[src/include/fir_config.svh]
// FIR build-time sizes; include wherever sample, coefficient or tap sizes are needed
`ifndef FIR_CONFIG_SVH
`define FIR_CONFIG_SVH

// sample width in bits, signed
`define FIR_DATA_W 16

// coefficient width in bits, signed
`define FIR_COEF_W 16

// tap count, power of two, at least 2
`define FIR_TAPS 8

// rounding right shift on the full sum
// Q1.15 coefficients give unity gain at 15
`define FIR_SHIFT 15

`endif

[src/rtl/fir_stream_if.sv]
// valid/ready stream link between FIR stages; one instance per internal hop
`timescale 1ns/1ps
`default_nettype none

interface fir_stream_if #(
  parameter int DW = 16
);

  // transfer on an edge with valid and ready both high
  logic          valid;
  logic          ready;
  logic [DW-1:0] data;
  // marks the final item of a packet
  logic          last;

  // producer side, holds data and last while stalled
  modport src (
    output valid,
    output data,
    output last,
    input  ready
  );

  // consumer side
  modport snk (
    input  valid,
    input  data,
    input  last,
    output ready
  );

endinterface

`default_nettype wire

[src/rtl/fir_tap_line.sv]
// FIR input stage; accepts samples and keeps the tap history for the MAC pipeline
`timescale 1ns/1ps
`default_nettype none

`include "fir_config.svh"

module fir_tap_line (
  input  logic                                    clk,
  input  logic                                    rst,
  input  logic                                    in_valid,
  output logic                                    in_ready,
  input  logic [`FIR_DATA_W-1:0]                  in_data,
  input  logic                                    in_last,
  // tap 0 is the newest sample
  output logic [`FIR_TAPS-1:0][`FIR_DATA_W-1:0]   taps,
  fir_stream_if.src                               link
);

  logic                                   in_xfer;
  logic [`FIR_TAPS-1:0][`FIR_DATA_W-1:0]  hist_next;
  logic [1:0]                             side_q;

  // stall ena comes back on the link ready
  assign in_ready = link.ready;
  assign in_xfer  = in_valid & in_ready;

  ////////////////////
  // sample history
  ////////////////////

  // new sample in at tap 0, oldest falls off the top
  assign hist_next = {taps[`FIR_TAPS-2:0], in_data};

  // whole history as one register word, moves only on accepted input
  shift_reg #(
    .WIDTH (`FIR_TAPS * `FIR_DATA_W),
    .DEPTH (1)
  ) u_hist (
    .clk  (clk),
    .rst  (rst),
    .ena  (in_xfer),
    .din  (hist_next),
    .dout (taps)
  );

  ////////////////////
  // sideband
  ////////////////////

  // valid and last, one cycle behind the accept
  // frozen together with the rest of the pipe on stall
  shift_reg #(
    .WIDTH (2),
    .DEPTH (1)
  ) u_side (
    .clk  (clk),
    .rst  (rst),
    .ena  (link.ready),
    .din  ({in_valid, in_last}),
    .dout (side_q)
  );

  assign link.valid = side_q[1];
  assign link.last  = side_q[0];
  // newest sample rides on the link, full history on taps
  assign link.data  = taps[0];

endmodule

`default_nettype wire

[src/rtl/shift_reg.sv]
// enable-gated register delay line, latency DEPTH; used for sideband and tap history
`timescale 1ns/1ps
`default_nettype none

module shift_reg #(
  parameter int WIDTH = 1,
  // DEPTH 1 means a single register
  parameter int DEPTH = 7
) (
  input  logic             clk,
  input  logic             rst,
  input  logic             ena,
  input  logic [WIDTH-1:0] din,
  output logic [WIDTH-1:0] dout
);

  ////////////////////
  // one chain per bit
  ////////////////////

  genvar n;
  for (n = 0; n < WIDTH; n++) begin : g_bit

    // stage 0 takes din, top stage drives dout
    logic [DEPTH-1:0] stage;

    always_ff @(posedge clk) begin
      if (rst) begin
        stage <= '0;
      end else if (ena) begin
        // shift toward msb, truncation drops the oldest bit
        stage <= DEPTH'({stage, din[n]});
      end
    end

    assign dout[n] = stage[DEPTH-1];

  end

endmodule

`default_nettype wire

[src/flat_wrapper.sv]
// flat-port wrapper written by rule: the top's interface ports become plain ports
module fir_tap_line_flat 
  (clk, rst, in_valid, in_ready, in_data, in_last, taps, link_valid, link_data, link_last, link_ready);
  fir_stream_if link_i ();
  input  logic clk;
  input  logic rst;
  input  logic in_valid;
  output logic in_ready;
  input  logic [`FIR_DATA_W-1:0] in_data;
  input  logic in_last;
  output logic [`FIR_TAPS-1:0][`FIR_DATA_W-1:0] taps;
  output wire logic [$bits(link_i.valid)-1:0] link_valid;
  output wire logic [$bits(link_i.data)-1:0] link_data;
  output wire logic [$bits(link_i.last)-1:0] link_last;
  input wire logic [$bits(link_i.ready)-1:0] link_ready;
  assign link_valid = link_i.valid;
  assign link_data = link_i.data;
  assign link_last = link_i.last;
  assign link_i.ready = link_ready;
  fir_tap_line u_core (.clk(clk), .rst(rst), .in_valid(in_valid), .in_ready(in_ready), .in_data(in_data), .in_last(in_last), .taps(taps), .link(link_i));
endmodule
[config.mk]
export PLATFORM = sky130hd
export DESIGN_NAME = fir_tap_line_flat
export DESIGN_NICKNAME = d
export VERILOG_FILES = /design/src/rtl/fir_stream_if.sv /design/src/rtl/fir_tap_line.sv /design/src/rtl/shift_reg.sv /design/src/flat_wrapper.sv
export VERILOG_INCLUDE_DIRS = /design/src /design/src/include
export SDC_FILE = /design/constraint.sdc
export NUM_CORES = 1
export LEC_CHECK = 0
export BUFFER_PORTS_ARGS = -buffer_cell sky130_fd_sc_hd__buf_4
export CAP_MARGIN = 15
export CORE_ASPECT_RATIO = 1.2
export CORE_UTILIZATION = 50
export DETAILED_ROUTE_END_ITERATION = 7
export GPL_TIMING_DRIVEN = 0
export MAX_ROUTING_LAYER = met4
export PLACE_DENSITY = 0.73
export SETUP_SLACK_MARGIN = 0.15
export SYNTH_ARGS = -nofsm -noshare
export SYNTH_HDL_FRONTEND = slang
export SYNTH_SLANG_ARGS = --single-unit
export TNS_END_PERCENT = 50
[constraint.sdc]
create_clock -name clk -period 1.18 [get_ports clk]
set_input_delay 0.059 -clock clk [delete_from_list [all_inputs] [get_ports clk]]
set_output_delay 0.059 -clock clk [all_outputs]
set_load 0.05 [all_outputs]
== Yosys cells after proc, flatten, opt, wreduce, memory -nomap -nowiden ==
Cells that the tools add are included.
Word-level totals
  register bits: 130
  bits in latches: 0
  memory bits (writable): 0
  ROM bits: 0
  bits of input ports: 21
  output and inout port bits: 147
  logic and storage cells: 131
  memories: 0
Cells by class
  $add $sub $neg: 0
  multipliers: 0
  div/mod/pow operators: 0
  order comparisons: 0
  eq/ne operators: 0
  shifts and indexed selects: 0
  multiplexer cells: 0
  bitwise operators: 1
  reduce and logical (&&, ||, !) cells: 0
Operator list (count)
  $and 1x1->1: 1

== Longest topological paths before layout ==
  depth after elaboration: 1
  depth in mapped cells: 5
  depth with buffers taken out: 2

== Modules after synthesis ==
From an unflattened synthesis, not the netlist that was laid out.
Second synthesis, totals
  cell total of the unflattened synthesis: 566
  area, all modules: 5829.3 um2
By module, submodules not included
  shift_reg at u_core.u_hist: times used 1, cells an instance 540, area each 5612.9 um2
  fir_tap_line: times used 1, cells an instance 18, area each 133.9 um2
  shift_reg at u_core.u_side: times used 1, cells an instance 8, area each 82.6 um2

== Worst setup path after synthesis ==
OpenSTA, ideal clock, no wires.
  path type: flip-flop to flip-flop
  from: register u_core.u_side.g_bit[1].stage (netlist name)
  to: register u_core.u_side.g_bit[1].stage
  data arrival time: 0.831 ns
  required time: 1.110 ns
  setup slack: 0.279 ns
  cell stages (with the launch flop): 3
  path buffers: 0
  period minus slack after synthesis: 0.901 ns
  path through: dfxtp_1 nand2b_1 a21oi_1
RTL lines
  to (signal assigned): RTL line shift_reg.sv:32  | stage <= DEPTH'({stage, din[n]});
  to (decl): RTL line shift_reg.sv:25  | logic [DEPTH-1:0] stage;

== Worst setup path after layout ==
  from: register u_core.u_hist.g_bit[19].stage
  to: output taps[19] in the netlist's numbering
RTL lines
  from (decl): RTL line shift_reg.sv:25
  from (signal assigned): RTL line shift_reg.sv:32
  to (decl): RTL line flat_wrapper.sv:11  | output logic [`FIR_TAPS-1:0][`FIR_DATA_W-1:0] taps;
No word-level cell between the ends.

==> flow_summary.toml <==
[clock_network]
cts_tree = "done"
clock_sinks = 130
clock-root-buffer = "clkbuf_16"
cts.clk_slew.worst_paths_ns = 0.06
clk_latency_ns = 0.41
h-tree-depth = 4
clk_path_buf_depth = 2
numCtsBuffers = 17

[detailed_routing]
first_pass_iters = 4
route.vias.total = 4590
drtAntennaViolNets = 0
wirelength_um = 16900
drtIter0Drc = 155
post_drt_wl_per_cell_um = 17.5
viasPerCell = 4.75
drc = 0

[setup_path]
critPathMaxFanout = 2
required_ns = 1.12
crit_type = "reg -> out"
reg2reg_slack_ns = 0.26
reg2regPathDepth = 3
cp.arrival_ns = 1.06
timing.rr.start = "u_core.u_hist.g_bit[3].stage$_SDFFE_PP0P_"
cp-start-kind = "flop"
rr_endpoint = "u_core.u_hist.g_bit[3].stage$_SDFFE_PP0P_"
endpoint_kind = "output port"

[synthesis]
synth.yosys.warnings = 0
yosys.area.top_type_share = 0.430
synthCells = 586
seq_area_frac_synth = 0.430
ys_seq_elements = 130
syn_area_per_cell_um2 = 10.3
synth_area_leaders = "dfxtp_1 (43%), buf_4 (19%), mux2i_1 (19%)"
syn-num-nets = 607
synth_area_um2 = 6060
synth_top_area_cell = "dfxtp_1"
synth_cell_types = 14

[floorplanning]
die_w_um = 102
coreArea_um2 = 11700
design.die.area_um2 = 12600
die_h_um = 123
rows = 43
start_util = 0.519
ios = 168

[placed_design]
dp_slack_ns = -0.186
port-buffer-count = 165
dpl_cell_area_um2 = 7490
gp_congestion = 0.740
hpwl_um = 9790

[timing]
maxSlewViolCount = 0
rsz0062_at_grt = "true"
finalHoldViolations = 0
skew_ns = 0.00783
period_needed_ns = 1.12
worst_slack_ns = 0.0628
tns_ns = 0
setup_violations = 0
maxSlewHeadroom = 0.602
fmax_ghz = 0.895
tightest_slew_ns = 0.597
fin_crit_sh = 0.947

[grt]
grt_pass1_wl_um = 23100
grt_pass1_vias = 4675
grt_max_degree = 17
grt_overflow = 0
grt_use_total = 0.249
antenna_found_initial = 0

[pwr]
ir_drop_uv = 831
p_leak_uw = 0.00465
powerDensity_nw_per_um2 = 1100

[worst_hold_path]
hold_start = "in_valid"
holdPathEnd = "u_core.u_hist.g_bit[15].stage$_SDFFE_PP0P_"
worst_hold_path.num_cells = 3
hold_class = "in -> reg"

[final_layout]
syn2layout_area_growth_pct = 62.7
final_area_um2 = 9850
final_nets = 818
n_antenna_cell = 0
drive_above_1_share = 0.575
final_util = 0.844

[job]
drv_cap = 0

[status]
status = "finished, final reports clean"
==> kinds of logic (layout without fill, tap and decap cells) <==
| family | after synthesis | count (layout) | synth area share |
|---|---|---|---|
| multiplexers | 113 | 113 | 0.187 |
| AND/OR/NAND/NOR | 148 | 148 | 0.160 |
| flip-flops | 130 | 130 | 0.430 |
| AO/OA/AOI/OAI | 17 | 17 | 0.0140 |
| buffers and inverters | 178 | 401 | 0.210 |
==> how the worst max path moves through the flow <==
stage                                                     from  slack [ns]                                          to  cells after the start
floorplan            u_core.u_side.g_bit[1].stage$_SDFFE_PP0P_        0.28   u_core.u_side.g_bit[1].stage$_SDFFE_PP0P_                      2
global placement                                           rst       -0.14  u_core.u_hist.g_bit[20].stage$_SDFFE_PP0P_                      4
detailed placement                                         rst       -0.19  u_core.u_hist.g_bit[21].stage$_SDFFE_PP0P_                      4
CTS                 u_core.u_hist.g_bit[13].stage$_SDFFE_PP0P_         0.1                               link_data[13]                      2
global route                                               rst        0.04  u_core.u_hist.g_bit[16].stage$_SDFFE_PP0P_                      4
finish              u_core.u_hist.g_bit[19].stage$_SDFFE_PP0P_        0.06                                    taps[19]                      2
==> worst max-delay path, cell delays in order (launching register included) <==
cell,delay (ns)
dfxtp_1,0.36
buf_4,0.13
buf_6,0.15
==> flip-flops by register name (all words and copies together) (netlist names) <==
signal / flops
u_core.u_hist.g_bit.stage: 128
u_core.u_side.g_bit.stage: 2
==> area by class of cell <==
type / instances / area (um^2)
fillers: 608 / 1820
multi-input cells: 278 / 2180
flip-flops and latches: 130 / 2750
clock inverters: 9 / 106
repair buffers: 192 / 2480
well taps: 157 / 196
clock buffers: 22 / 474
plain buffers: 178 / 1660
==> metal layers <==
layer  GRT usage  vias up  share of wire
li1            -     2222              -
met1       0.259     2167           0.37
met2       0.455      175           0.55
met3      0.0718       26          0.061
met4      0.0616        0          0.017
met5           -        -              0
==> per-stage QoR <==
| stage | hold WS (ns) | power [uW] | std cells |
|---|---|---|---|
| 6_report | 0.0480 | 10800 | 966 |
| 5_1_grt | 0.0668 | 11100 | 966 |
| 4_1_cts | 0.0180 | 10700 | 960 |
| 3_5_place_dp | 0.308 | 5500 | 908 |
| 3_3_place_gp | 0.296 | 5490 | 908 |
| 2_1_floorplan | 0.206 | 5260 | 586 |
==> placed cells by master (no fill, tap or decap), drive strengths merged <==
| master | instances |
|---|---|
| dlygate4sd3 | 17 |
| clkinvlp | 3 |
| bufinv | 2 |
| and2 | 1 |
| clkinv | 4 |
| dfxtp | 130 |
| nand4b | 16 |
| o21ai | 16 |
| a21oi | 1 |
| buf | 337 |
| clkbuf | 38 |
| nand2 | 1 |
| mux2i | 113 |
| nand2b | 129 |
| nor2 | 1 |
==> cells in the mapped netlist <==
cell type and instances:
a21oi_1 1, nand4b_1 16, o21ai_0 16, nand2b_1 129
dfxtp_1 130, buf_4 155, mux2i_1 113, buf_2 3
clkbuf_1 16, buf_1 2, buf_6 2, nand2_4 1
nor2_1 1, and2_1 1
==> what timing repair did <==
action | 4_1_cts | 5_1_grt
resized for setup | 306 | 170
hold buffers | 17 | 0
endpoints found under the setup margin | 145 | 148
buffers inserted | 4 | 6
endpoints found under the hold margin | 17 | 0
==> report_power, final <==
part	switching, uW	internal, uW
Sequential	49.2	4430
Combinational	611	570
Clock	1880	3260
Total	2540	8260
Note: power is estimated with default switching activity, not from simulation.
