File: src/include/fir_config.svh
// FIR build-time sizes; include wherever sample, coefficient or tap sizes are needed
`ifndef FIR_CONFIG_SVH
`define FIR_CONFIG_SVH

// sample width in bits, signed
`define FIR_DATA_W 16

// coefficient width in bits, signed
`define FIR_COEF_W 16

// tap count, power of two, at least 2
`define FIR_TAPS 8

// rounding right shift on the full sum
// Q1.15 coefficients give unity gain at 15
`define FIR_SHIFT 15

`endif

File: src/rtl/fir_pkg.sv
// shared FIR widths, pipeline latency and output rounding; referenced by scoped names
`default_nettype none

`include "fir_config.svh"

package fir_pkg;

  ////////////////////
  // derived sizes
  ////////////////////

  // adder tree depth, also coefficient address width
  localparam int tree_lvls = $clog2(`FIR_TAPS);

  // full-precision sum, no overflow possible
  localparam int acc_w = `FIR_DATA_W + `FIR_COEF_W + tree_lvls;

  // product register plus one register per tree level
  localparam int mac_lat = 1 + tree_lvls;

  ////////////////////
  // round and saturate
  ////////////////////

  // one guard bit above acc_w for the rounding add
  localparam logic signed [acc_w:0] rnd_half =
    (`FIR_SHIFT > 0) ? ((acc_w + 1)'(1) <<< (`FIR_SHIFT - 1)) : '0;
  localparam logic signed [acc_w:0] sat_max =
    $signed({{(acc_w - `FIR_DATA_W + 2){1'b0}}, {(`FIR_DATA_W - 1){1'b1}}});
  localparam logic signed [acc_w:0] sat_min = -sat_max - 1;

  function automatic logic signed [`FIR_DATA_W-1:0] sat_round(
    input logic signed [acc_w-1:0] sum
  );
    logic signed [acc_w:0] rounded;
    logic signed [acc_w:0] shifted;
    // round half up, then drop the fraction bits
    rounded = sum + rnd_half;
    shifted = rounded >>> `FIR_SHIFT;
    // clamp to the signed sample range
    if (shifted > sat_max) begin
      return sat_max[`FIR_DATA_W-1:0];
    end else if (shifted < sat_min) begin
      return sat_min[`FIR_DATA_W-1:0];
    end
    return shifted[`FIR_DATA_W-1:0];
  endfunction

endpackage

`default_nettype wire

File: src/rtl/fir_stream_if.sv
// valid/ready stream link between FIR stages; one instance per internal hop
`timescale 1ns/1ps
`default_nettype none

interface fir_stream_if #(
  parameter int DW = 16
);

  // transfer on an edge with valid and ready both high
  logic          valid;
  logic          ready;
  logic [DW-1:0] data;
  // marks the final item of a packet
  logic          last;

  // producer side, holds data and last while stalled
  modport src (
    output valid,
    output data,
    output last,
    input  ready
  );

  // consumer side
  modport snk (
    input  valid,
    input  data,
    input  last,
    output ready
  );

endinterface

`default_nettype wire

File: src/rtl/fir_out_stage.sv
// FIR output stage; round, saturate and hold the result, source of the global stall
`timescale 1ns/1ps
`default_nettype none

`include "fir_config.svh"

module fir_out_stage (
  input  logic                     clk,
  input  logic                     rst,
  fir_stream_if.snk                sum_in,
  output logic                     out_valid,
  input  logic                     out_ready,
  output logic [`FIR_DATA_W-1:0]   out_data,
  output logic                     out_last
);

  logic ena;
  logic load;

  ////////////////////
  // stall
  ////////////////////

  // free to advance when empty or being drained
  assign ena          = ~out_valid | out_ready;
  assign sum_in.ready = ena;

  // new result captured this edge
  assign load = ena & sum_in.valid;

  ////////////////////
  // output register
  ////////////////////

  // empties when taken with nothing behind it
  always_ff @(posedge clk) begin
    if (rst) begin
      out_valid <= 1'b0;
    end else if (ena) begin
      out_valid <= sum_in.valid;
    end
  end

  // payload, held while stalled
  always_ff @(posedge clk) begin
    if (load) begin
      out_data <= fir_pkg::sat_round(sum_in.data);
      out_last <= sum_in.last;
    end
  end

endmodule

`default_nettype wire

File: src/flat_wrapper.sv
// flat-port wrapper written by rule: the top's interface ports become plain ports
module fir_out_stage_flat 
  (clk, rst, out_valid, out_ready, out_data, out_last, sum_in_valid, sum_in_data, sum_in_last, sum_in_ready);
  fir_stream_if sum_in_i ();
  input  logic clk;
  input  logic rst;
  output logic out_valid;
  input  logic out_ready;
  output logic [`FIR_DATA_W-1:0] out_data;
  output logic out_last;
  input wire logic [$bits(sum_in_i.valid)-1:0] sum_in_valid;
  input wire logic [$bits(sum_in_i.data)-1:0] sum_in_data;
  input wire logic [$bits(sum_in_i.last)-1:0] sum_in_last;
  output wire logic [$bits(sum_in_i.ready)-1:0] sum_in_ready;
  assign sum_in_i.valid = sum_in_valid;
  assign sum_in_i.data = sum_in_data;
  assign sum_in_i.last = sum_in_last;
  assign sum_in_ready = sum_in_i.ready;
  fir_out_stage u_core (.clk(clk), .rst(rst), .sum_in(sum_in_i), .out_valid(out_valid), .out_ready(out_ready), .out_data(out_data), .out_last(out_last));
endmodule
File: config.mk
export PLATFORM = sky130hd
export DESIGN_NAME = fir_out_stage_flat
export DESIGN_NICKNAME = d
export VERILOG_FILES = /design/src/rtl/fir_pkg.sv /design/src/rtl/fir_stream_if.sv /design/src/rtl/fir_out_stage.sv /design/src/flat_wrapper.sv
export VERILOG_INCLUDE_DIRS = /design/src /design/src/include
export SDC_FILE = /design/constraint.sdc
export NUM_CORES = 1
export LEC_CHECK = 0
export ABC_AREA = 0
export BUFFER_PORTS_ARGS = -buffer_cell sky130_fd_sc_hd__clkbuf_2
export CAP_MARGIN = 20
export CORE_AREA = 2 2 39 41
export CTS_CLUSTER_DIAMETER = 80
export DETAILED_ROUTE_END_ITERATION = 8
export DIE_AREA = 0 0 41 43
export MAX_ROUTING_LAYER = met4
export PLACE_DENSITY = 0.68
export SLEW_MARGIN = 25
export SYNTH_ARGS = -nofsm -noshare
export SYNTH_HDL_FRONTEND = slang
export SYNTH_SLANG_ARGS = --single-unit
File: constraint.sdc
create_clock -name clk -period 1.1 [get_ports clk]
set_input_delay 0.055 -clock clk [delete_from_list [all_inputs] [get_ports clk]]
set_output_delay 0.055 -clock clk [all_outputs]
set_load 0.02 [all_outputs]
# Yosys cells after proc, flatten, opt, wreduce, memory -nomap -nowiden
# Cells that the tools add are included.
# totals
ff_bits	18
inputBits	21
out_inout_bits	19
word_cells	15
# op_classes
addsub	1
order_cmp	2
mux	6
bitwise_logic	3
# op_table
cell	n
16-bit 2-to-1 mux	3
21-bit by 16-bit greater-than comparator with 1-bit output (second input constant)	1
21-bit by 16-bit less-than comparator with 1-bit output (second input constant)	1
16-bit by 15-bit adder with 17-bit output (second input constant)	1
1-bit 2-to-1 mux	3
1-bit bitwise AND	1
1-bit NOT	1
1-bit OR	1

# Depth between registers and ports, before layout
# logic_depth
depth_word	6
ltp_mapped	2
ltp_nobuf	2

# Worst setup path after synthesis
# No wires, ideal clock.
# synth_timing
path_kind	register to register
from	register u_core.out_valid
to	register u_core.out_data[0] (enable)
setup_time_ps	242
t_arrival_ps	765
required_time_ps	858
setup_slack_ps	93
path_stages_with_launch	3
path_buffers	0
period_less_slack_ps	1007
path_cell_list	dfxtp_1 > nand2b_4 > and2_4
# synth_between
elab_chain_cells	3
# synth_rtl
element	line_no	text
from (decl)	fir_out_stage.sv:11	output logic out_valid,
from (signal assigned)	fir_out_stage.sv:40	out_valid <= sum_in.valid;
1-bit NOT	fir_out_stage.sv:25	assign ena = ~out_valid | out_ready;
1-bit OR	fir_out_stage.sv:25	
named net sum_in_ready	flat_wrapper.sv:14	output wire logic [$bits(sum_in_i.ready)-1:0] sum_in_ready;
1-bit bitwise AND	fir_out_stage.sv:29	assign load = ena & sum_in.valid;
named net u_core.load	fir_out_stage.sv:18	logic load;
to (signal assigned)	fir_out_stage.sv:47	out_data <= fir_pkg::sat_round(sum_in.data);
to (decl)	fir_out_stage.sv:13	output logic [`FIR_DATA_W-1:0] out_data,
# The timed path passes the listed nets, and every way through them passes these cells.
# A chain may end at the register's enable or synchronous reset.

# Worst setup path after layout
# layout_timing
from	register u_core.out_valid
to	output sum_in_ready
# layout_between
elab_chain_cells	2
# layout_rtl
element	line_no
1-bit NOT	fir_out_stage.sv:25
1-bit OR	fir_out_stage.sv:25
to (decl)	flat_wrapper.sv:14
# No other way between the ends.

==> flow_summary.ini <==
[power]
pwr_density_cell_mw_per_mm2 = 1435
power_mw = 0.4759
clock_power_share = 0.413
power_leakage_nw = 0.1789
p_sw_frac = 0.2866
seq_power_share = 0.376
worst_ir_drop_vdd_mv = 0.2289
power.internal_mw = 0.3395
relative_contribution_of_combinational_cells_to_total_power = 0.211
p_sw_mw = 0.1364

[critical_path]
cpMaxStageDelayCell = sky130_fd_sc_hd__dfxtp_1
setup.worst_path.start_class = flop
class_of_the_most_critical_setup_path = flop to output port
timing.critical_path.required_ns = 1.04
crit_path_max_incr_delay_ns = 0.36
setup.worst_path.end_class = output port
worst_ep_arrival_time_ns = 0.81
critical_path.cell_chain = nand2b_4 -> clkbuf_2
worstPathMaxFanout = 3

[yosys]
top_area_cells_in_the_synthesized_netlist = sky130_fd_sc_hd__buf_4, sky130_fd_sc_hd__edfxtp_1, sky130_fd_sc_hd__dfxtp_1
netlist_area_um2 = 266.5
synth_top_cell_by_area = sky130_fd_sc_hd__buf_4
yosys.area.top_type_share = 0.3944
ys.warnings.count = 0
synth-seq-area-share = 0.4131
synth.distinct_cells = 9
ys_seq_elements = 4
postSynthAreaPerCell_um2 = 11.10
synthCells = 24

[sta]
final_slew_viol_count = 0
post-route-min-period_ns = 0.8698
max_freq_ghz = 1.150
fin_setup_tns_ns = 0
final-setup-viol-count = 0
timing_hold_violations_final = 0
timing.final.crit_share = 0.7908
rsz_0062_raised_after_global_routing = no
fin_worst_skew_ns = 0.003004

[route]
post-route-drc-count = 0
wl_um = 375
via_count = 170
post_drt_wl_per_cell_um = 6.696
ant_nets = 0
vias_per_cell = 3.036
drt_first_pass_iters = 4
dr.first_iter.drc_count = 1

[layout]
layout-drive-gt1-share = 0.4250
final-seq-area_um2 = 110.1
finalNonFillerCells = 56
diodes = 0
multi_input_gate_area_um2 = 96.34
layout.filler_cells = 159
nNetsFinal = 63
layout-area-overhead-vs-synth_pct = 24.41
most-common-layout-cells = sky130_fd_sc_hd__conb_1, sky130_fd_sc_hd__clkbuf_2, sky130_fd_sc_hd__clkbuf_4, sky130_fd_sc_hd__edfxtp_1, sky130_fd_sc_hd__dlygate4sd3_1
most_common_cell_after_layout_fill_and_taps_aside = sky130_fd_sc_hd__conb_1

[clock_network]
clock_sinks = 4
ctsRootBufferMaster = sky130_fd_sc_hd__clkbuf_4
cts-buffers-inserted = 3
clock_insertion_delay_worst_skew_ns = 0.23
htreeDepth = 1
hold_buffer_count_at_cts = 2
cts_resized = 0
cts_tree = done
cts.repair_timing.setup_buffer_count = 0
cts.path.max_buffers = 2
path_clk_slew_ns = 0.04

[placement]
port_buffers = 11
gp_congestion = 0.4471
dp_cells = 50

[die]
rows = 14
design.core.area_mm2 = 0.001384
fp.dieArea_mm2 = 0.001763
die-height_um = 43
fp.dieW_um = 41
initial_core_util = 0.1926
io-pin-count = 40

[worst_hold_path]
hp-class = input port to flop

[global_route]
grt_pass1_wl_um = 448
grt_antenna_before_repair = 0
global_route_congestion_overflow_total = 0
grtUsageTotal = 0.04733
first_global_vias = 147
grt_start_max_net_pins = 4

[run]
cap_viol_max_count = 0

[outcome]
result_of_the_run = completed
==> state kept, by name, indices dropped and copies added, names as in the netlist <==
signal	cells
u_core.out_data	2
u_core.out_last	1
u_core.out_valid	1
==> kinds of logic after synthesis <==
kind of cell,Yosys count,synth area share
AOI/OAI and AO/OA,1,0.03287
adders and majority gates,1,0.04694
buffers and inverters,15,0.4084
DFF,4,0.4132
other,1,0.01407
and+or+nand+nor,2,0.08450
==> critical path, delay by kind of cell (launching register included) <==
family / cells / cell delay, ns
buf+inv: 1 / 0.15
flops: 1 / 0.36
simple gates: 1 / 0.07
==> Yosys cell counts <==
master,instances
sky130_fd_sc_hd__conb_1,1
sky130_fd_sc_hd__buf_4,14
sky130_fd_sc_hd__a21oi_2,1
sky130_fd_sc_hd__and2_4,1
sky130_fd_sc_hd__dfxtp_1,1
sky130_fd_sc_hd__edfxtp_1,3
sky130_fd_sc_hd__inv_1,1
sky130_fd_sc_hd__ha_1,1
sky130_fd_sc_hd__nand2b_4,1
==> per-stage QoR <==
stage	hold slack, ns	worst slack (ns)	cell area [um2]	utilization
after detailed placement	0.2183	0.2535	285.3	0.2061
after floorplan	0.1174	0.09316	315.3	-
after CTS	0.05162	0.2124	331.6	0.2396
after global routing	0.06385	0.1664	331.6	0.2396
after global placement	0.2219	0.2600	285.3	0.2061
final	0.05892	0.2302	331.6	0.2396
==> worst paths after layout <==
path | start | end | slack [ns] | cells after the start
hold / removal | sum_in_valid | u_core.out_valid | 0.06 | 3
setup / recovery | u_core.out_valid | sum_in_ready | 0.23 | 2
setup reg to reg | u_core.out_valid | u_core.out_last | 0.25 | 2
hold reg to reg | u_core.out_valid | u_core.out_valid | 0.50 | 2
==> power by group through the flow <==
stage | clock [mW] | combinational, mW | sequential [mW]
after global routing | 0.219 | 0.110 | 0.181
after floorplan | 0 | 0.0956 | 0.195
after detailed placement | 0 | 0.0946 | 0.181
final | 0.197 | 0.100 | 0.179
after CTS | 0.211 | 0.101 | 0.179
after global placement | 0 | 0.0935 | 0.181
==> routing by layer <==
layer / up-vias / GRT usage / part of all wire
met4: 0 / 0.1000 / 0
met5: - / - / 0
met3: 0 / 0.01571 / 0.19
li1: 79 / - / -
met2: 17 / 0.07188 / 0.54
met1: 74 / 0.01608 / 0.27
==> final cells by class <==
| type | instances | share of cell area |
|---|---|---|
| well taps | 16 | 0.06038 |
| flip-flops and latches | 4 | 0.3321 |
| clock buffers | 4 | 0.07925 |
| multi-input cells | 18 | 0.2906 |
| repair buffers | 13 | 0.2264 |
| inverters | 1 | 0.01132 |
Note: power is estimated with default switching activity, not from simulation.
