**config.mk**
```make
export PLATFORM = sky130hd
export DESIGN_NAME = fir_mac_pipe_flat
export DESIGN_NICKNAME = d
export VERILOG_FILES = /design/src/rtl/fir_pkg.sv /design/src/rtl/fir_stream_if.sv /design/src/rtl/fir_mac_pipe.sv /design/src/rtl/shift_reg.sv /design/src/flat_wrapper.sv
export VERILOG_INCLUDE_DIRS = /design/src /design/src/include
export SDC_FILE = /design/constraint.sdc
export NUM_CORES = 2
export LEC_CHECK = 0
export BUFFER_PORTS_ARGS = -buffer_cell sky130_fd_sc_hd__buf_2
export CORE_MARGIN = 2
export CORE_UTILIZATION = 33
export CTS_CLUSTER_SIZE = 20
export DETAILED_ROUTE_END_ITERATION = 10
export PLACE_DENSITY = 0.56
export SLEW_MARGIN = 20
export SYNTH_ARGS = -nofsm -noshare
export SYNTH_HDL_FRONTEND = slang
export SYNTH_HIERARCHICAL = 1
export SYNTH_SLANG_ARGS = --single-unit
```
**constraint.sdc**
```tcl
create_clock -name clk -period 8.68 [get_ports clk]
set_input_delay 1.302 -clock clk [delete_from_list [all_inputs] [get_ports clk]]
set_output_delay 1.302 -clock clk [all_outputs]
set_load 0.005 [all_outputs]
```
**src/include/fir_config.svh**
```systemverilog
// FIR build-time sizes; include wherever sample, coefficient or tap sizes are needed
`ifndef FIR_CONFIG_SVH
`define FIR_CONFIG_SVH

// sample width in bits, signed
`define FIR_DATA_W 16

// coefficient width in bits, signed
`define FIR_COEF_W 16

// tap count, power of two, at least 2
`define FIR_TAPS 8

// rounding right shift on the full sum
// Q1.15 coefficients give unity gain at 15
`define FIR_SHIFT 15

`endif

```
**src/rtl/fir_pkg.sv**
```systemverilog
// shared FIR widths, pipeline latency and output rounding; referenced by scoped names
`default_nettype none

`include "fir_config.svh"

package fir_pkg;

  ////////////////////
  // derived sizes
  ////////////////////

  // adder tree depth, also coefficient address width
  localparam int tree_lvls = $clog2(`FIR_TAPS);

  // full-precision sum, no overflow possible
  localparam int acc_w = `FIR_DATA_W + `FIR_COEF_W + tree_lvls;

  // product register plus one register per tree level
  localparam int mac_lat = 1 + tree_lvls;

  ////////////////////
  // round and saturate
  ////////////////////

  // one guard bit above acc_w for the rounding add
  localparam logic signed [acc_w:0] rnd_half =
    (`FIR_SHIFT > 0) ? ((acc_w + 1)'(1) <<< (`FIR_SHIFT - 1)) : '0;
  localparam logic signed [acc_w:0] sat_max =
    $signed({{(acc_w - `FIR_DATA_W + 2){1'b0}}, {(`FIR_DATA_W - 1){1'b1}}});
  localparam logic signed [acc_w:0] sat_min = -sat_max - 1;

  function automatic logic signed [`FIR_DATA_W-1:0] sat_round(
    input logic signed [acc_w-1:0] sum
  );
    logic signed [acc_w:0] rounded;
    logic signed [acc_w:0] shifted;
    // round half up, then drop the fraction bits
    rounded = sum + rnd_half;
    shifted = rounded >>> `FIR_SHIFT;
    // clamp to the signed sample range
    if (shifted > sat_max) begin
      return sat_max[`FIR_DATA_W-1:0];
    end else if (shifted < sat_min) begin
      return sat_min[`FIR_DATA_W-1:0];
    end
    return shifted[`FIR_DATA_W-1:0];
  endfunction

endpackage

`default_nettype wire

```
**src/rtl/fir_stream_if.sv**
```systemverilog
// valid/ready stream link between FIR stages; one instance per internal hop
`timescale 1ns/1ps
`default_nettype none

interface fir_stream_if #(
  parameter int DW = 16
);

  // transfer on an edge with valid and ready both high
  logic          valid;
  logic          ready;
  logic [DW-1:0] data;
  // marks the final item of a packet
  logic          last;

  // producer side, holds data and last while stalled
  modport src (
    output valid,
    output data,
    output last,
    input  ready
  );

  // consumer side
  modport snk (
    input  valid,
    input  data,
    input  last,
    output ready
  );

endinterface

`default_nettype wire

```
**src/rtl/fir_mac_pipe.sv**
```systemverilog
// FIR multiply-accumulate pipeline; coefficient file, product registers and adder tree
`timescale 1ns/1ps
`default_nettype none

`include "fir_config.svh"

module fir_mac_pipe (
  input  logic                                    clk,
  input  logic                                    rst,
  input  logic [`FIR_TAPS-1:0][`FIR_DATA_W-1:0]   taps,
  fir_stream_if.snk                               tap_in,
  fir_stream_if.src                               sum_out,
  input  logic                                    coef_we,
  input  logic [fir_pkg::tree_lvls-1:0]           coef_addr,
  input  logic [`FIR_COEF_W-1:0]                  coef_data
);

  logic                           ena;
  logic signed [`FIR_COEF_W-1:0]  coef [`FIR_TAPS];
  logic [1:0]                     side_q;

  // global stall from the output stage
  assign ena          = sum_out.ready;
  assign tap_in.ready = ena;

  ////////////////////
  // coefficients
  ////////////////////

  // written only while the pipe is empty
  always_ff @(posedge clk) begin
    if (rst) begin
      for (int k = 0; k < `FIR_TAPS; k++) begin
        coef[k] <= '0;
      end
    end else if (coef_we) begin
      coef[coef_addr] <= coef_data;
    end
  end

  ////////////////////
  // products and tree
  ////////////////////

  // level 0 holds the products, level l the pairwise sums
  // level l has FIR_TAPS >> l nodes, top level is the single sum
  genvar l, i;
  for (l = 0; l <= fir_pkg::tree_lvls; l++) begin : g_lvl

    localparam int NODES = `FIR_TAPS >> l;

    logic signed [fir_pkg::acc_w-1:0] node [NODES];

    if (l == 0) begin : g_prod
      for (i = 0; i < NODES; i++) begin : g_mul

        logic [`FIR_DATA_W-1:0] sample;

        // newest sample comes on the link, older ones from the history
        if (i == 0) begin : g_new
          assign sample = tap_in.data;
        end else begin : g_old
          assign sample = taps[i];
        end

        // both operands signed, extended to acc_w before multiply
        always_ff @(posedge clk) begin
          if (ena) begin
            node[i] <= $signed(sample) * coef[i];
          end
        end
      end
    end else begin : g_add
      for (i = 0; i < NODES; i++) begin : g_sum
        // acc_w has headroom for every level
        always_ff @(posedge clk) begin
          if (ena) begin
            node[i] <= g_lvl[l-1].node[2*i] + g_lvl[l-1].node[2*i+1];
          end
        end
      end
    end

  end

  assign sum_out.data = g_lvl[fir_pkg::tree_lvls].node[0];

  ////////////////////
  // sideband
  ////////////////////

  // valid and last follow the data through mac_lat stages
  shift_reg #(
    .WIDTH (2),
    .DEPTH (fir_pkg::mac_lat)
  ) u_side (
    .clk  (clk),
    .rst  (rst),
    .ena  (ena),
    .din  ({tap_in.valid, tap_in.last}),
    .dout (side_q)
  );

  assign sum_out.valid = side_q[1];
  assign sum_out.last  = side_q[0];

endmodule

`default_nettype wire

```
**src/rtl/shift_reg.sv**
```systemverilog
// enable-gated register delay line, latency DEPTH; used for sideband and tap history
`timescale 1ns/1ps
`default_nettype none

module shift_reg #(
  parameter int WIDTH = 1,
  // DEPTH 1 means a single register
  parameter int DEPTH = 7
) (
  input  logic             clk,
  input  logic             rst,
  input  logic             ena,
  input  logic [WIDTH-1:0] din,
  output logic [WIDTH-1:0] dout
);

  ////////////////////
  // one chain per bit
  ////////////////////

  genvar n;
  for (n = 0; n < WIDTH; n++) begin : g_bit

    // stage 0 takes din, top stage drives dout
    logic [DEPTH-1:0] stage;

    always_ff @(posedge clk) begin
      if (rst) begin
        stage <= '0;
      end else if (ena) begin
        // shift toward msb, truncation drops the oldest bit
        stage <= DEPTH'({stage, din[n]});
      end
    end

    assign dout[n] = stage[DEPTH-1];

  end

endmodule

`default_nettype wire

```
**src/flat_wrapper.sv**
```systemverilog
// flat-port wrapper written by rule: the top's interface ports become plain ports
module fir_mac_pipe_flat 
  (clk, rst, taps, coef_we, coef_addr, coef_data, tap_in_valid, tap_in_data, tap_in_last, tap_in_ready, sum_out_valid, sum_out_data, sum_out_last, sum_out_ready);
  fir_stream_if tap_in_i ();
  fir_stream_if sum_out_i ();
  input  logic clk;
  input  logic rst;
  input  logic [`FIR_TAPS-1:0][`FIR_DATA_W-1:0] taps;
  input  logic coef_we;
  input  logic [fir_pkg::tree_lvls-1:0] coef_addr;
  input  logic [`FIR_COEF_W-1:0] coef_data;
  input wire logic [$bits(tap_in_i.valid)-1:0] tap_in_valid;
  input wire logic [$bits(tap_in_i.data)-1:0] tap_in_data;
  input wire logic [$bits(tap_in_i.last)-1:0] tap_in_last;
  output wire logic [$bits(tap_in_i.ready)-1:0] tap_in_ready;
  output wire logic [$bits(sum_out_i.valid)-1:0] sum_out_valid;
  output wire logic [$bits(sum_out_i.data)-1:0] sum_out_data;
  output wire logic [$bits(sum_out_i.last)-1:0] sum_out_last;
  input wire logic [$bits(sum_out_i.ready)-1:0] sum_out_ready;
  assign tap_in_i.valid = tap_in_valid;
  assign tap_in_i.data = tap_in_data;
  assign tap_in_i.last = tap_in_last;
  assign tap_in_ready = tap_in_i.ready;
  assign sum_out_valid = sum_out_i.valid;
  assign sum_out_data = sum_out_i.data;
  assign sum_out_last = sum_out_i.last;
  assign sum_out_i.ready = sum_out_ready;
  fir_mac_pipe u_core (.clk(clk), .rst(rst), .taps(taps), .tap_in(tap_in_i), .sum_out(sum_out_i), .coef_we(coef_we), .coef_addr(coef_addr), .coef_data(coef_data));
endmodule
```
### Yosys cells after proc, flatten, opt, wreduce, memory -nomap -nowiden

Memories as Yosys holds them, arrays and structs flattened.
Cells that the tools add are included.

| operators by class | value |
|---|---|
| add/subtract/negate cells | 7 |
| multiply operators | 8 |
| muxes and demuxes | 10 |
| reduce and logical (&&, ||, !) cells | 1 |

Operator list:

| kind | count |
|---|---|
| $mul 16x16->32 | 8 |
| $add 35x35->35 | 7 |
| $mux 16 | 1 |
| $reduce_or 16->1 | 1 |
| $mux 1 | 8 |
| $mux 3 | 1 |

| word-level totals | value |
|---|---|
| flip-flop bits (word level) | 8 |
| memory bits (writable) | 653 |
| input bits | 169 |
| memories | 5 |

Memory list:

| name | depth | bits a word | read ports | clocked after memory_dff | wr ports | RTL line | source |
|---|---|---|---|---|---|---|---|
| u_core.g_lvl[0].node | 8 | 35 | 8 | 0 | 8 | fir_mac_pipe.sv:52 | `logic signed [fir_pkg::acc_w-1:0] node [NODES];` |
| u_core.g_lvl[1].node | 4 | 35 | 4 | 0 | 4 | fir_mac_pipe.sv:52 |  |
| u_core.coef | 8 | 16 | 8 | 0 | 8 | fir_mac_pipe.sv:19 | `` logic signed [`FIR_COEF_W-1:0] coef [`FIR_TAPS]; `` |
| u_core.g_lvl[2].node | 2 | 35 | 2 | 0 | 2 | fir_mac_pipe.sv:52 |  |
| u_core.g_lvl[3].node | 1 | 35 | 1 | 0 | 1 | fir_mac_pipe.sv:52 |  |

### Longest topological paths before layout

| depth | value |
|---|---|
| depth in word-level cells | 5 |
| depth in mapped cells | 22 |
| depth with buffers taken out | 21 |

### By module

The synthesis kept the hierarchy.

Modules (own cells, without submodules):

| module | times used | cells each | area each (sq um) |
|---|---|---|---|
| fir_mac_pipe | 1 | 5097 | 49600.1 |
| shift_reg | 1 | 28 | 300.3 |

### Worst setup path before layout

OpenSTA, ideal clock, no wires.

| path | value |
|---|---|
| path type | input to register |
| start | in tap_in_data[4] |
| end | mem u_core/g_lvl[0].node[0][14] in the netlist's numbering (data pin) |
| setup time | 0.258 ns |
| arrival | 6.107 ns |
| required time | 8.422 ns |
| setup slack | 2.316 ns |
| stages | 19 |
| path buffers | 1 |
| cell sequence | clkbuf_1 > and2_1 > fa_1 > inv_1 > fa_1 > inv_1 > fa_1 > ha_1 > fa_1 > inv_1 > fa_1 > inv_1 > ha_1 > a21o_1 > a21o_1 > a22o_1 > a211o_1 > a21oi_1 > xnor2_1 |

RTL lines:

| what | RTL line | source |
|---|---|---|
| start, declared | flat_wrapper.sv:13 | `input wire logic [$bits(tap_in_i.data)-1:0] tap_in_data;` |
| end, declared | fir_mac_pipe.sv:52 |  |

==> results list <==
- Between clock sinks in the finished design, the worst skew comes to about 0.021 ns.
- Number of ports placed on the die boundary: between 150 and 200
* Effective utilization at floorplan: roughly 33%
- Most frequent cells in the layout: 1052 x sky130_fd_sc_hd__inv_1, 639 x sky130_fd_sc_hd__fa_1, 630 x sky130_fd_sc_hd__and2_1, 625 x sky130_fd_sc_hd__nand2_1, 593 x sky130_fd_sc_hd__ha_1
- Combined area of all synthesized cells: 49900 um^2
* Height of the chip: about 390 um
* Clock latency reported for the late side of the worst-skew pair: about 0.6 ns
- STA classifies the critical path endpoint as a flip-flop.
- For the pin with the worst max-slew slack, the measured transition is roughly 1.0 ns.
- Number of enable flip-flop cells after synthesis: approximately 370
* Post-layout minimum cycle time: 6.09 ns
- Worst-case clock buffer depth: 3
- The setup path with the least slack is of type input port to flip-flop.
* Kind of start point of the critical path: input port
* Worst path setup slack after routing: 2.59 ns
- Arrival time of data at the critical path endpoint: 6.41 ns
- Vias after detailed routing: 33400
- IR analysis of the VDD net gives a maximum drop of 0.000258 V.
* Horizontal die dimension: 393 um
* CORE AREA: between 100000 and 150000 um^2
- In the routed layout, each cell is associated on average with a via count of around 4.6.
- Static timing analysis puts the maximum clock frequency at 164 MHz.
- The first global-routing pass estimated 195000 um of wire.
- Worst EP required: 8.99 ns
- Leakage power: ~26 nW
- TritonCTS clock tree: built
- Count of max-cap constraint violations: 0
- In this run the remaining antenna-violating nets after routing total 0.
* Final critical-path share of the clock period: between 70% and 80%
* Vias in the first global route: between 30000 and 40000
- Synthesis handed over a netlist of around 5000 instances.
- Power comes to between 20 and 25 mW.
- From synthesis to final layout, the design area changed by 9.11%.
* Quantity of gates resized following cts: 0
- Yosys warning total: 6
* Final-layout setup total negative slack: 0 ns
- Initial antenna violation count: 18
* Inserted Clock Buffers: 47
* Most common cell after layout, fill and taps aside: sky130_fd_sc_hd__inv_1
- Cell variety after synth: between 60 and 70
* Final routed wirelength across all metal layers: approximately 120000 um
- Syn_area_per_cell: ~9.7 um^2
* Type of the tightest min-delay check: flip-flop to flip-flop
- Util after Layout: between 30% and 40%
* Detailed-route wire length per cell: between 15 and 20 um
- Setup repair after global routing left no endpoint under its margin.
* Num rows: 142
- Worst-case headroom to the max-slew limit: between 30% and 40%
* Remaining global-route overflow: 0
- The number of nets handed over by synthesis was 6526.
- Die area: about 150000 um^2
* Fraction of registers with async set/reset: 0%
- Setup violators final: 0
- The clock drives around 380 sinks.
- Clock-pin slew of the registers on the worst-case setup and hold paths: 0.05 ns
- The final layout contains about 6600 nets.
- Routability-driven placement finished with a final weighted congestion of approximately 0.84.
* Pwr Density: roughly 370 nW/um^2
- Htree depth: 2
* Number of endpoints with negative hold slack in the final report: 0
- Number of input and output port buffers inserted: 171
* Number of violations reported at the end of detailed-routing iteration 0: around 1500
- Ratio of cells with drive above 1 in the final layout: under 10%
* Final max-slew violation count: 0
* Status: finished clean
- Timing analysis after detailed placement gives a worst setup slack of slightly below 2 ns.
- Share of synthesized area occupied by flip-flops and latches: between 20 and 25%
- Hold buffer count at CTS: 0
- Worst-path maximum fanout: 11
* Post-CTS Setup Inserts: 0
* GR Util All Layers: 16.2%
- Detailed placement finished with a half-perimeter wire length of 95000 um.
* Pre-antenna DRT Iters: 5
* Root buffer cell: sky130_fd_sc_hd__clkbuf_16
- In the routed design, unresolved DRC markers number 0.
* Register bit total from synthesis: 376
* Pin count of the biggest net entering global routing: 106
- Predominant post-synthesis flop cell: sky130_fd_sc_hd__edfxtp_1
## critical path, stage by stage
cell	delay, ns
sky130_fd_sc_hd__buf_2	0.18
sky130_fd_sc_hd__and2_1	0.18
sky130_fd_sc_hd__fa_1	0.53
sky130_fd_sc_hd__inv_1	0.06
sky130_fd_sc_hd__fa_1	0.56
sky130_fd_sc_hd__fa_1	0.44
sky130_fd_sc_hd__fa_1	0.49
sky130_fd_sc_hd__inv_1	0.05
sky130_fd_sc_hd__fa_1	0.54
sky130_fd_sc_hd__inv_1	0.06
sky130_fd_sc_hd__fa_1	0.53
sky130_fd_sc_hd__inv_1	0.04
sky130_fd_sc_hd__ha_1	0.38
sky130_fd_sc_hd__and4_1	0.26
sky130_fd_sc_hd__a22o_1	0.21
sky130_fd_sc_hd__a211o_1	0.29
sky130_fd_sc_hd__a21oi_1	0.17
sky130_fd_sc_hd__xnor2_1	0.11
## sequential cells by signal, indices dropped and copies added (netlist names)
register                   cells
u_core/g_lvl.node            240
u_core/coef                  128
u_core/u_side/g_bit.stage      8
## worst paths after layout
kind / cells after the start / start / end / slack (ns)
setup / recovery: 18 / taps[53] / u_core/g_lvl[0].node[0][119]$_DFFE_PP_ / 2.59
hold / removal: 2 / u_core/u_side/g_bit[0].stage[1]$_SDFFE_PP0P_ / u_core/u_side/g_bit[0].stage[1]$_SDFFE_PP0P_ / 0.49
setup reg to reg: 17 / u_core/coef[3][5]$_SDFFCE_PN0P_ / u_core/g_lvl[0].node[0][119]$_DFFE_PP_ / 2.82
hold reg to reg: 2 / u_core/u_side/g_bit[0].stage[1]$_SDFFE_PP0P_ / u_core/u_side/g_bit[0].stage[1]$_SDFFE_PP0P_ / 0.49
## per-stage QoR
step                      cells  instance area, um^2  hold WS [ns]
after floorplan            5125                49900         0.460
after detailed placement   7185                52800         0.486
after CTS                  7270                54400         0.499
final                      7299                54400         0.490
after global placement     7185                52800         0.475
after global routing       7273                54400         0.518
## cells by family after synthesis
kind of cell               after synthesis  share of synthesized area [%]
AOI/OAI and AO/OA                      387                           5.22
xor gates and xnor gates               423                           7.42
adders and majority gates             1232                           40.5
buffers and inverters                 1189                           9.03
DFF                                    376                           22.5
muxes                                    9                          0.181
and+or+nand+nor                       1509                           15.2
## final cells by class
| cell class | count | area [um^2] |
|---|---|---|
| clock inverters | 34 | 377 |
| fillers | 15300 | 95500 |
| repair buffers | 181 | 941 |
| multi-input cells | 3560 | 34200 |
| flip-flops and latches | 376 | 11200 |
| inverters | 1052 | 3950 |
| well taps | 2016 | 2520 |
| clock buffers | 51 | 1190 |
| diodes | 29 | 72.6 |
## Yosys cell counts, types with 4 or more instances
master	n	share of area [%]
sky130_fd_sc_hd__xnor2_1	336	5.9
sky130_fd_sc_hd__o21ai_0	58	0.58
sky130_fd_sc_hd__nand2_1	625	4.7
sky130_fd_sc_hd__a211o_1	4	0.070
sky130_fd_sc_hd__o21bai_1	11	0.17
sky130_fd_sc_hd__a22o_1	4	0.070
sky130_fd_sc_hd__a21oi_1	109	1.1
sky130_fd_sc_hd__a221oi_1	4	0.070
sky130_fd_sc_hd__ha_1	593	15
sky130_fd_sc_hd__a31oi_1	16	0.20
sky130_fd_sc_hd__a211oi_1	5	0.075
sky130_fd_sc_hd__and2_1	630	7.9
sky130_fd_sc_hd__or3_1	6	0.075
sky130_fd_sc_hd__nand4_1	7	0.088
sky130_fd_sc_hd__nand3_1	21	0.21
sky130_fd_sc_hd__mux2i_1	9	0.18
sky130_fd_sc_hd__buf_2	17	0.17
sky130_fd_sc_hd__xor2_1	87	1.5
sky130_fd_sc_hd__o31a_1	10	0.18
sky130_fd_sc_hd__nor2_1	116	0.87
sky130_fd_sc_hd__a311oi_1	5	0.088
sky130_fd_sc_hd__a21o_1	65	0.98
sky130_fd_sc_hd__edfxtp_1	368	22
sky130_fd_sc_hd__nand2b_1	31	0.39
sky130_fd_sc_hd__clkbuf_2	4	0.040
sky130_fd_sc_hd__fa_1	639	26
sky130_fd_sc_hd__inv_1	1052	7.9
sky130_fd_sc_hd__or2_2	8	0.10
sky130_fd_sc_hd__nor3_1	17	0.17
sky130_fd_sc_hd__nor2b_1	31	0.39
sky130_fd_sc_hd__clkbuf_1	109	0.82
sky130_fd_sc_hd__o31ai_1	12	0.18
sky130_fd_sc_hd__and4_1	7	0.12
sky130_fd_sc_hd__dfxtp_1	8	0.32
sky130_fd_sc_hd__o21a_1	42	0.63
sky130_fd_sc_hd__o41a_1	4	0.090
sky130_fd_sc_hd__o211ai_1	6	0.090
## power breakdown
part / total, mW / leakage, nW / internal (mW) / switching (mW)
clock network: 1.98 / 0.760 / 1.18 / 0.798
logic: 14.2 / 21.1 / 6.44 / 7.80
registers: 3.81 / 3.65 / 3.40 / 0.413
total: 20.0 / 25.5 / 11.0 / 9.01
## layer usage
layer | track usage [%] | share of wire (%) | vias up
met2 | 27.6 | 48 | 651
li1 | - | - | 16100
met3 | 1.82 | 4.5 | 148
met5 | 0 | 0.031 | -
met4 | 4.10 | 2.4 | 6
met1 | 21.7 | 45 | 16500
Note: power is estimated with default switching activity, not from simulation.
